<file path="config.mk">
export PLATFORM = sky130hd
export DESIGN_NAME = parent_persona_top
export DESIGN_NICKNAME = d
export VERILOG_FILES = /design/src/common/pr_ctrl_pkg.sv /design/src/common/pr_csr_pkg.sv /design/src/common/csr_bus_if.sv /design/src/pr_handshake/pr_handshake_ctrl.sv /design/src/avmm_bridge/avmm_csr_bridge.sv /design/src/persona_regs/persona_csr_block.sv /design/src/parent_persona_top.sv
export SDC_FILE = /design/constraint.sdc
export NUM_CORES = 1
export LEC_CHECK = 0
export BUFFER_PORTS_ARGS = -buffer_cell sky130_fd_sc_hd__buf_2
export CAP_MARGIN = 5
export CORE_MARGIN = 1
export CORE_UTILIZATION = 52
export CTS_CLUSTER_SIZE = 12
export DETAILED_ROUTE_END_ITERATION = 10
export PLACE_DENSITY = 0.7
export SLEW_MARGIN = 20
export SYNTH_ARGS = -nofsm -noshare
export SYNTH_HDL_FRONTEND = slang
export SYNTH_SLANG_ARGS = --single-unit
</file>
<file path="constraint.sdc">
create_clock -name pr_region_clk -period 8.5 [get_ports pr_region_clk]
set_clock_uncertainty 0.2 [all_clocks]
set_input_delay 0 -clock pr_region_clk [delete_from_list [all_inputs] [get_ports pr_region_clk]]
set_output_delay 0 -clock pr_region_clk [all_outputs]
set_load 0.02 [all_outputs]
</file>
<file path="src/common/pr_ctrl_pkg.sv">
// region control types; the persona id is fixed at build time and is not host-writable
package pr_ctrl_pkg;

   // handshake controller states, two bits
   typedef enum logic [1:0] {
      hs_run      = 2'd0,   // region live, commands accepted
      hs_draining = 2'd1,   // freeze up, waiting for reads in flight
      hs_stopped  = 2'd2    // quiet, safe to reconfigure
   } hs_state_e;

   // "hpra" in ascii
   localparam logic [31:0] PERSONA_ID = 32'h6870_7261;

endpackage : pr_ctrl_pkg

</file>
<file path="src/common/pr_csr_pkg.sv">
// register map of the persona; offsets are word addresses (byte address / 4), no bursts
package pr_csr_pkg;

   localparam int unsigned ADDR_W = 16;           // avalon byte address
   localparam int unsigned DATA_W = 32;
   localparam int unsigned BE_W   = DATA_W / 8;   // one enable per byte lane
   localparam int unsigned WORD_W = ADDR_W - 2;   // byte address without the two lane bits

   typedef logic [WORD_W-1:0] word_addr_t;

   // word offsets
   localparam word_addr_t REG_ID          = word_addr_t'(16'h0000 >> 2);  // read only
   localparam word_addr_t REG_ACC_OPERAND = word_addr_t'(16'h0008 >> 2);  // write runs the op
   localparam word_addr_t REG_ACC_CTRL    = word_addr_t'(16'h000C >> 2);  // opcode in [1:0]
   localparam word_addr_t REG_ACC_RESULT  = word_addr_t'(16'h0010 >> 2);  // read only
   localparam word_addr_t REG_OP_COUNT    = word_addr_t'(16'h0014 >> 2);  // read only
   localparam word_addr_t SCRATCH_BASE    = word_addr_t'(16'h0040 >> 2);  // word i at base + i

   // accumulator opcode
   typedef enum logic [1:0] {
      acc_load  = 2'd0,   // result = operand
      acc_add   = 2'd1,   // result = result + operand, wraps
      acc_xor   = 2'd2,   // result = result ^ operand
      acc_clear = 2'd3    // result = 0, operand unused
   } acc_op_e;

endpackage : pr_csr_pkg

</file>
<file path="src/common/csr_bus_if.sv">
// internal register bus; wr/rd are single-cycle strobes, rdata is valid the edge after rd
interface csr_bus_if;

   logic                            wr;         // write strobe, one cycle
   logic                            rd;         // read strobe, one cycle
   logic [pr_csr_pkg::WORD_W-1:0]   word_addr;  // word address, lane bits dropped
   logic [pr_csr_pkg::DATA_W-1:0]   wdata;
   logic [pr_csr_pkg::BE_W-1:0]     be;         // byte lane enables
   logic [pr_csr_pkg::DATA_W-1:0]   rdata;      // registered by the slave

   // bridge side
   modport master (
      output wr,
      output rd,
      output word_addr,
      output wdata,
      output be,
      input  rdata
   );

   // register block side
   modport slave (
      input  wr,
      input  rd,
      input  word_addr,
      input  wdata,
      input  be,
      output rdata
   );

endinterface : csr_bus_if

</file>
<file path="src/pr_handshake/pr_handshake_ctrl.sv">
// start/stop handshake; stop acts on the rising edge of stop_req, start needs stop_req low
module pr_handshake_ctrl (
   input  logic pr_region_clk,
   input  logic rst_n,
   input  logic start_req,
   input  logic stop_req,
   input  logic rd_pending,   // a read accepted but no readdatavalid yet
   output logic start_ack,
   output logic stop_ack,
   output logic freeze
);

   pr_ctrl_pkg::hs_state_e state;
   pr_ctrl_pkg::hs_state_e state_nxt;
   logic                   stop_req_q;   // previous stop_req for edge detect
   logic                   stop_rise;
   logic                   start_seen;   // restart done, ack held until start_req falls

   assign stop_rise = stop_req & ~stop_req_q;

   always_comb begin
      state_nxt = state;
      case (state)
         pr_ctrl_pkg::hs_run: begin
            if (stop_rise) begin
               state_nxt = pr_ctrl_pkg::hs_draining;
            end
         end
         pr_ctrl_pkg::hs_draining: begin
            // stay at least one cycle, leave once reads have returned
            if (!rd_pending) begin
               state_nxt = pr_ctrl_pkg::hs_stopped;
            end
         end
         pr_ctrl_pkg::hs_stopped: begin
            if (start_req && !stop_req) begin
               state_nxt = pr_ctrl_pkg::hs_run;
            end
         end
         default: state_nxt = pr_ctrl_pkg::hs_run;   // unused encoding
      endcase
   end

   always_ff @(posedge pr_region_clk) begin
      if (!rst_n) begin
         state      <= pr_ctrl_pkg::hs_run;
         stop_req_q <= 1'b0;
         start_seen <= 1'b0;
      end else begin
         state      <= state_nxt;
         stop_req_q <= stop_req;
         if (!start_req) begin
            start_seen <= 1'b0;
         end else if (state == pr_ctrl_pkg::hs_stopped &&
                      state_nxt == pr_ctrl_pkg::hs_run) begin
            start_seen <= 1'b1;   // set on the stopped -> run edge
         end
      end
   end

   assign freeze    = (state != pr_ctrl_pkg::hs_run);   // draining and stopped
   assign stop_ack  = (state == pr_ctrl_pkg::hs_stopped) & stop_req;
   assign start_ack = start_seen & start_req;           // drops with start_req

endmodule : pr_handshake_ctrl

</file>
<file path="src/avmm_bridge/avmm_csr_bridge.sv">
// avalon-mm slave, single beat only; writes with burstcount other than 1 are dropped
module avmm_csr_bridge (
   input  logic                          pr_region_clk,
   input  logic                          rst_n,
   input  logic [pr_csr_pkg::ADDR_W-1:0] avmm_address,
   input  logic [pr_csr_pkg::DATA_W-1:0] avmm_writedata,
   input  logic [pr_csr_pkg::BE_W-1:0]   avmm_byteenable,
   input  logic [0:0]                    avmm_burstcount,
   input  logic                          avmm_read,
   input  logic                          avmm_write,
   output logic                          avmm_waitrequest,
   output logic [pr_csr_pkg::DATA_W-1:0] avmm_readdata,
   output logic                          avmm_readdatavalid,
   input  logic                          freeze,
   output logic                          rd_pending,
   csr_bus_if.master                     csr
);

   logic accept_rd;    // read taken on this edge
   logic accept_wr;    // write taken on this edge
   logic burst_ok;
   logic rd_stage;     // read sits in the register block for one cycle

   // freeze is the only source of back-pressure
   assign avmm_waitrequest = freeze;

   assign accept_rd = avmm_read  & ~freeze;
   assign accept_wr = avmm_write & ~freeze;
   assign burst_ok  = (avmm_burstcount == 1'b1);

   // strobes go out in the accept cycle, so a write lands on the accept edge
   assign csr.wr        = accept_wr & burst_ok;
   assign csr.rd        = accept_rd;   // reads always return one beat
   assign csr.word_addr = avmm_address[pr_csr_pkg::ADDR_W-1:2];   // drop lane bits
   assign csr.wdata     = avmm_writedata;
   assign csr.be        = avmm_byteenable;

   // read return pipeline
   always_ff @(posedge pr_region_clk) begin
      if (!rst_n) begin
         rd_stage           <= 1'b0;
         avmm_readdatavalid <= 1'b0;
      end else begin
         rd_stage           <= accept_rd;
         avmm_readdatavalid <= rd_stage;   // one cycle after the block registered rdata
      end
   end

   always_ff @(posedge pr_region_clk) begin
      if (rd_stage) begin
         avmm_readdata <= csr.rdata;
      end
   end

   // pending from accept until readdatavalid is driven
   assign rd_pending = rd_stage;

endmodule : avmm_csr_bridge

</file>
<file path="src/persona_regs/persona_csr_block.sv">
// persona registers; byte enables apply to the scratch bank only, NUM_SCRATCH is 1 to 16
module persona_csr_block #(
   parameter int unsigned NUM_SCRATCH = 4
) (
   input  logic     pr_region_clk,
   input  logic     rst_n,
   csr_bus_if.slave csr
);

   localparam int unsigned IDX_W = (NUM_SCRATCH > 1) ? $clog2(NUM_SCRATCH) : 1;

   logic [pr_csr_pkg::DATA_W-1:0] scratch [NUM_SCRATCH];
   logic                          scratch_hit;   // word_addr falls in the bank
   logic [pr_csr_pkg::WORD_W-1:0] scratch_off;
   logic [IDX_W-1:0]              scratch_idx;

   pr_csr_pkg::acc_op_e           acc_op;        // opcode register
   pr_csr_pkg::acc_op_e           op_q;          // opcode latched with the operand
   logic [pr_csr_pkg::DATA_W-1:0] operand_q;
   logic                          acc_go;        // pipeline stage valid
   logic [pr_csr_pkg::DATA_W-1:0] acc_result;
   logic [pr_csr_pkg::DATA_W-1:0] acc_next;
   logic [pr_csr_pkg::DATA_W-1:0] op_count;

   logic [pr_csr_pkg::DATA_W-1:0] rd_mux;

   // scratch decode
   assign scratch_off = csr.word_addr - pr_csr_pkg::SCRATCH_BASE;
   assign scratch_hit = (csr.word_addr >= pr_csr_pkg::SCRATCH_BASE) &&
                        (scratch_off < pr_csr_pkg::WORD_W'(NUM_SCRATCH));
   assign scratch_idx = scratch_off[IDX_W-1:0];

   // scratch bank, merged per byte lane
   always_ff @(posedge pr_region_clk) begin
      if (!rst_n) begin
         for (int i = 0; i < NUM_SCRATCH; i++) begin
            scratch[i] <= '0;   // known start for partial writes
         end
      end else if (csr.wr && scratch_hit) begin
         for (int b = 0; b < pr_csr_pkg::BE_W; b++) begin
            if (csr.be[b]) begin
               scratch[scratch_idx][8*b +: 8] <= csr.wdata[8*b +: 8];
            end
         end
      end
   end

   // opcode register and operand capture
   always_ff @(posedge pr_region_clk) begin
      if (!rst_n) begin
         acc_op <= pr_csr_pkg::acc_load;
         acc_go <= 1'b0;
      end else begin
         acc_go <= csr.wr && (csr.word_addr == pr_csr_pkg::REG_ACC_OPERAND);
         if (csr.wr && csr.word_addr == pr_csr_pkg::REG_ACC_CTRL) begin
            acc_op <= pr_csr_pkg::acc_op_e'(csr.wdata[1:0]);
         end
      end
   end

   always_ff @(posedge pr_region_clk) begin
      if (csr.wr && csr.word_addr == pr_csr_pkg::REG_ACC_OPERAND) begin
         operand_q <= csr.wdata;
         op_q      <= acc_op;   // opcode in force at the operand write
      end
   end

   // accumulator function
   always_comb begin
      case (op_q)
         pr_csr_pkg::acc_load:  acc_next = operand_q;
         pr_csr_pkg::acc_add:   acc_next = acc_result + operand_q;   // wraps mod 2^32
         pr_csr_pkg::acc_xor:   acc_next = acc_result ^ operand_q;
         pr_csr_pkg::acc_clear: acc_next = '0;
         default:               acc_next = acc_result;
      endcase
   end

   // result and counter update one edge after the operand write
   always_ff @(posedge pr_region_clk) begin
      if (!rst_n) begin
         acc_result <= '0;
         op_count   <= '0;
      end else if (acc_go) begin
         acc_result <= acc_next;
         op_count   <= op_count + 1'b1;
      end
   end

   // read decode, unmapped words read zero
   always_comb begin
      rd_mux = '0;
      if (scratch_hit) begin
         rd_mux = scratch[scratch_idx];
      end else begin
         case (csr.word_addr)
            pr_csr_pkg::REG_ID:          rd_mux = pr_ctrl_pkg::PERSONA_ID;
            pr_csr_pkg::REG_ACC_OPERAND: rd_mux = operand_q;
            pr_csr_pkg::REG_ACC_CTRL:    rd_mux = {{(pr_csr_pkg::DATA_W-2){1'b0}}, acc_op};
            pr_csr_pkg::REG_ACC_RESULT:  rd_mux = acc_result;
            pr_csr_pkg::REG_OP_COUNT:    rd_mux = op_count;
            default:                     rd_mux = '0;
         endcase
      end
   end

   always_ff @(posedge pr_region_clk) begin
      if (csr.rd) begin
         csr.rdata <= rd_mux;   // valid on the edge after the strobe
      end
   end

endmodule : persona_csr_block

</file>
<file path="src/parent_persona_top.sv">
// static side of one pr region; single-beat avalon-mm, burstcount must be 1
module parent_persona_top #(
   parameter int unsigned NUM_SCRATCH = 4   // scratch words, 1 to 16
) (
   input  logic                          pr_region_clk,
   input  logic                          rst_n,

   // handshake with the host
   input  logic                          pr_handshake_start_req,
   output logic                          pr_handshake_start_ack,
   input  logic                          pr_handshake_stop_req,
   output logic                          pr_handshake_stop_ack,
   output logic                          freeze_pr_region_avmm,

   // avalon-mm slave
   output logic                          pr_region_avmm_waitrequest,
   output logic [pr_csr_pkg::DATA_W-1:0] pr_region_avmm_readdata,
   output logic                          pr_region_avmm_readdatavalid,
   input  logic [0:0]                    pr_region_avmm_burstcount,
   input  logic [pr_csr_pkg::DATA_W-1:0] pr_region_avmm_writedata,
   input  logic [pr_csr_pkg::ADDR_W-1:0] pr_region_avmm_address,
   input  logic                          pr_region_avmm_write,
   input  logic                          pr_region_avmm_read,
   input  logic [pr_csr_pkg::BE_W-1:0]   pr_region_avmm_byteenable
);

   logic rd_pending;   // bridge -> controller
   logic freeze;       // controller -> bridge and host

   csr_bus_if u_csr_bus ();

   pr_handshake_ctrl u_hs_ctrl (
      .pr_region_clk (pr_region_clk),
      .rst_n         (rst_n),
      .start_req     (pr_handshake_start_req),
      .stop_req      (pr_handshake_stop_req),
      .rd_pending    (rd_pending),
      .start_ack     (pr_handshake_start_ack),
      .stop_ack      (pr_handshake_stop_ack),
      .freeze        (freeze)
   );

   avmm_csr_bridge u_bridge (
      .pr_region_clk      (pr_region_clk),
      .rst_n              (rst_n),
      .avmm_address       (pr_region_avmm_address),
      .avmm_writedata     (pr_region_avmm_writedata),
      .avmm_byteenable    (pr_region_avmm_byteenable),
      .avmm_burstcount    (pr_region_avmm_burstcount),
      .avmm_read          (pr_region_avmm_read),
      .avmm_write         (pr_region_avmm_write),
      .avmm_waitrequest   (pr_region_avmm_waitrequest),
      .avmm_readdata      (pr_region_avmm_readdata),
      .avmm_readdatavalid (pr_region_avmm_readdatavalid),
      .freeze             (freeze),
      .rd_pending         (rd_pending),
      .csr                (u_csr_bus.master)
   );

   persona_csr_block #(
      .NUM_SCRATCH (NUM_SCRATCH)
   ) u_regs (
      .pr_region_clk (pr_region_clk),
      .rst_n         (rst_n),
      .csr           (u_csr_bus.slave)
   );

   assign freeze_pr_region_avmm = freeze;

endmodule : parent_persona_top

</file>
## Word level (Yosys, flattened, before mapping)

Memories as Yosys holds them, arrays and structs flattened.
Cells that the tools add are included.

- Output and inout bits: 37
- RAM bits: 128
- Word-level logic and storage cells: 78
- Memories: 1
- Input port bits: 59
- Flip-flop bits (word level): 171

- Bitwise operators: 9
- Add/sub/neg operators: 3
- Eq/ne operators: 9
- Mux-type cells: 27
- Order comparisons: 2
- Reduce and logical (&&, ||, !) cells: 14

Memories:

| memory | words | bits a word | rd ports | clocked after Yosys merged registers in | write ports | RTL line | text |
|---|---|---|---|---|---|---|---|
| u_regs.scratch | 4 | 32 | 1 | 0 | 4 | persona_csr_block.sv:12 | `logic [pr_csr_pkg::DATA_W-1:0] scratch [NUM_SCRATCH];` |

Operator list:

| operator | number |
|---|---|
| 32-bit one-hot mux with 5 select lines | 1 |
| 32-bit one-hot mux with 4 select lines | 1 |
| 32-bit two-way mux | 2 |
| 32-bit by 1-bit adder with 32-bit output (second input constant) | 1 |
| 32-bit adder | 1 |
| 32-bit OR reduction | 1 |
| 32-bit XOR | 1 |
| 14-bit by 2-bit == test with 1-bit output (second input constant) | 2 |
| 14-bit by 3-bit == test with 1-bit output (second input constant) | 2 |
| 1-bit two-way mux | 17 |
| 14-bit by 5-bit greater-or-equal comparator with 1-bit output (second input constant) | 1 |
| 14-bit logical NOT | 1 |
| 14-bit by 3-bit < comparator with 1-bit output (second input constant) | 1 |
| 14-bit by 5-bit subtractor with 14-bit output (second input constant) | 1 |
| 2-bit two-way mux | 4 |
| 1-bit bitwise AND | 6 |
| 2-bit == test (second input constant) | 3 |
| 1-bit logical AND | 6 |
| 2-bit logical NOT | 3 |
| 2-bit one-hot mux with 3 select lines | 1 |
| 2-bit by 1-bit == test with 1-bit output (second input constant) | 2 |
| 4-bit two-way mux | 1 |
| 1-bit NOT | 2 |
| 2-bit AND reduction | 1 |
| other kinds (2) | 2 |

## Logic depth before layout (Yosys ltp)

- Depth in word-level cells: 10
- Gate-level depth with buffers: 10
- Gate-level depth less buffers: 10

## Hierarchy

From an unflattened synthesis, not the netlist that was laid out.

- Cells, all modules: 1343
- Area, all modules: 15205.8 um^2

Modules (own cells, without submodules):

| module | instances | sequential area each (um^2) | area an instance (um^2) | cells each |
|---|---|---|---|---|
| persona_csr_block | 1 | 7166.9 | 13598.0 | 1237 |
| avmm_csr_bridge | 1 | 1001.0 | 1418.9 | 89 |
| pr_handshake_ctrl | 1 | 80.1 | 188.9 | 17 |

## Worst setup path before layout

No wires, ideal clock.

- Kind: input -> register
- From: in pr_region_avmm_address[11] in the netlist's numbering
- To: reg u_regs.op_q[0], enable pin
- Library setup time: 0.469 ns
- Path slack: 4.548 ns
- Data arrival time: 3.283 ns
- Stages on the path: 4
- Buffers on the path: 0
- Path through: nor4_1 > nand3_1 > or3_1 > nor3_1

- Longest elaborated chain between the ends: 2

Ends and longest elaborated chain:

| element | RTL line | text |
|---|---|---|
| start: declaration | parent_persona_top.sv:21 | `input logic [pr_csr_pkg::ADDR_W-1:0] pr_region_avmm_address,` |
| 14-bit by 2-bit == test with 1-bit output | persona_csr_block.sv:62 | `if (csr.wr && csr.word_addr == pr_csr_pkg::REG_ACC_OPERAND) begin` |
| 1-bit logical AND | persona_csr_block.sv:62 |  |
| end signal: assignment | persona_csr_block.sv:64 | `op_q <= acc_op;` |
| end: declaration | persona_csr_block.sv:18 | `pr_csr_pkg::acc_op_e op_q;` |

No other way between the ends.
A chain may end at the register's enable or synchronous reset.

==> impl_metrics.toml <==
[status]
status = "completed"

[synthesis]
ys_types = 88
yosysSeqAreaShare_pct = 56.22
synth.most_common_cell = "edfxtp_1"
ys_ff_latch = 299
syn_area_per_cell_sq_um = 12.25
synth.largest_area_cell = "edfxtp_1"
synth_nets = 1290
yosys.area.top_type_share_pct = 46.26
synthesis.area_sq_um = 14670
yosys-top-cells-area = "edfxtp_1, dfxtp_1, and2_1, mux4_2, ha_1"
synth_edf_count = 226
yosysWarnings = 0
ys_top_cells_by_count = "edfxtp_1, and2_1, dfxtp_1, nand2_1, a21oi_1"
ys_async_sr_fraction_pct = 0
synth_ff_type = "edfxtp_1"
synth_cells = 1198

[clock_tree]
tritoncts = "yes"
htreeDepth = 1
root_buffer = "clkbuf_16"
clk_latency_ns = 0.56
cts_made_buffers = 31
clock_path_buffers = 3
clkSinkCount = 299
cts_setup_buffers = 0
clk_pin_slew_ns = 0.06

[die]
io_pins = 96
core_area_sq_um = 27780
die_area_sq_um = 28890
rows = 61
start_util_pct = 52.81
die_y_um = 170.0
die_x_um = 170.0

[cells_and_area]
finalInstanceArea_sq_um = 16950
drive_above_1_share_pct = 17.06
final_util_pct = 61.03
seqCellArea_sq_um = 8249
fin_nets = 1422
area_delta_synth_final_pct = 15.57
n_antenna_cell = 0
multiInputGateArea_sq_um = 6128
n_fill_cell = 2229
final_cells = 1732

[placed_design]
post-place-ws_ns = 4.707
post-dp-hpwl_um = 24380
gp_congestion = 0.8930
placed_cell_area_sq_um = 15530
place_inst = 1629
io_buffers = 93

[critical_path]
end_kind = "flop"
critPathMaxFanout = 34
cp-start-kind = "flop"
slowest_stage = "o21ai_1"
worst-r2r-setup-slack_ns = 5.03
timing.critical_path.mode_cell = "nand2_1"
cp_slowest_stage_delay_ns = 0.75
crit_chain = "nor2_1, nand3_1, nor4_4, nand2_1, nor2_2, buf_4, nand2_1, o21ai_1"
crit_arrival_ns = 3.46
required_ns = 8.49
crit_type = "reg2reg"

[timing]
tightestPinTransition_ns = 0.9821
fmax_mhz = 287.8
drv_slew = 0
setup_slack_ns = 5.026
fin_crit_sh_pct = 40.87
fin_setup_tns_ns = 0
setup_viol = 0
hold_viol = 0
slew_headroom_pct = 34.28
finalCriticalPeriod_ns = 3.474
rsz0062_at_grt = "no"
hold_ws_ns = 0.01633

[power_and_ir_drop]
switching_power_mw = 0.6461
ir_drop_mv = 0.1867
switching_share_pct = 21.09
leakagePower_nw = 6.547
p_per_area_nw_per_um2 = 180.7
p_int_mw = 2.417
pwr-share-clk_pct = 42.3
p_comb_share_pct = 4.8
p_seq_share_pct = 52.9
power_mw = 3.063

[detailed_routing]
wirelength_um = 36100
wl_per_cell_um = 20.84
avgViaCountPerCell = 5.924
firstDrtPassIters = 7
drt_iter0_markers = 760
drc = 0
detail-route-antenna-nets = 0
vias = 10260

[global_route]
grt_usage_pct = 25.19
grt_overflow_total = 0
grt_pass1_wl_um = 55630
antenna_found_initial = 0
grt_pass1_vias = 9968
grt_max_degree = 63

[job]
drv_cap = 0

[worst_hold_path]
min_path_type = "in2reg"
-- power groups by stage --
stage | sequential (mW) | combinational (mW) | clock [mW]
finish | 1.62 | 0.146 | 1.30
global route | 1.62 | 0.156 | 1.37
CTS | 1.62 | 0.146 | 1.32
detailed placement | 1.65 | 0.130 | 0
floorplan | 1.66 | 0.0558 | 0
global placement | 1.65 | 0.128 | 0
-- worst max-delay path: cells and delay by family (launching register included) --
kind	cells	cell delay, ns
flip-flops	1	0.37
AND/OR/NAND/NOR	6	1.44
AO/OA/AOI/OAI	1	0.75
buffers and inverters	1	0.34
-- state kept, by name, indices dropped and copies added, names as in the netlist --
| name | cells |
|---|---|
| u_regs.scratch | 128 |
| u_bridge.avmm_readdata | 32 |
| u_regs.acc_result | 32 |
| u_regs.csr.rdata | 32 |
| u_regs.op_count | 32 |
| u_regs.operand_q | 32 |
| u_hs_ctrl.state | 2 |
| u_regs.acc_op | 2 |
| u_regs.op_q | 2 |
| u_bridge.avmm_readdatavalid | 1 |
| u_bridge.rd_pending | 1 |
| u_hs_ctrl.start_seen | 1 |
| u_hs_ctrl.stop_req_q | 1 |
| u_regs.acc_go | 1 |
-- path summary, 6_finish.rpt --
| path | startpoint | to | depth (start not counted) |
|---|---|---|---|
| max | u_hs_ctrl.state[0]$_SDFF_PN0_ | u_regs.scratch[0][2]$_SDFFCE_PN0P_ | 8 |
| min | pr_region_avmm_writedata[3] | u_regs.operand_q[3]$_DFFE_PP_ | 2 |
| max reg2reg | u_hs_ctrl.state[0]$_SDFF_PN0_ | u_regs.scratch[0][2]$_SDFFCE_PN0P_ | 8 |
| min reg2reg | u_regs.csr.rdata[1]$_DFFE_PP_ | u_bridge.avmm_readdata[1]$_DFFE_PP_ | 0 |
-- repair_timing --
| action | in CTS | in global routing |
|---|---|---|
| hold buffers | 46 | 0 |
| resized for setup | 0 | 0 |
| endpoints found under the setup margin | 0 | 0 |
| hold endpoints to repair | 274 | 0 |
-- area by class of cell --
cell class / count / share of cell area (%)
inverter: 14 / 0.3100
sequential: 299 / 48.66
tap: 378 / 2.790
multi-input combinational: 823 / 36.15
timing repair buffer: 161 / 6.435
clock buffer: 47 / 5.048
clock inverter: 10 / 0.6125
-- cell usage in the layout (no fill, tap or decap), drive strengths merged, types with 7 or more instances in the layout --
master / count
or3: 12
nand3: 26
o211a: 7
a22oi: 15
nand4: 9
a21boi: 7
a22o: 18
clkbuf: 47
inv: 14
xnor2: 32
mux2i: 16
nand2b: 13
and2: 167
xor2: 10
o21ai: 50
ha: 32
buf: 115
mux4: 32
dlygate4sd3: 46
a21oi: 55
nor3: 17
nor2: 53
edfxtp: 226
dfxtp: 73
clkinv: 8
a221o: 19
a31oi: 13
nand2: 74
o211ai: 10
a21o: 22
a221oi: 18
and3: 17
nor2b: 12
-- metal layers --
layer	track usage, %	wire (um)	up-vias
li1	-	-	4798
met1	36.40	16400	5058
met2	40.07	16750	350
met3	3.047	2168	54
met4	7.129	778	0
met5	0	0	-
-- logic make-up (layout without fill, tap and decap cells) --
group | count (synthesis) | count (layout) | share of synthesized area, %
xor gates and xnor gates | 42 | 42 | 2.507
muxes | 51 | 51 | 6.234
AOI/OAI and AO/OA | 272 | 272 | 13.52
adders and majority gates | 33 | 33 | 2.866
and+or+nand+nor | 425 | 425 | 16.48
buffers and inverters | 76 | 232 | 2.175
DFF | 299 | 299 | 56.22
Note: power is estimated with default switching activity, not from simulation.
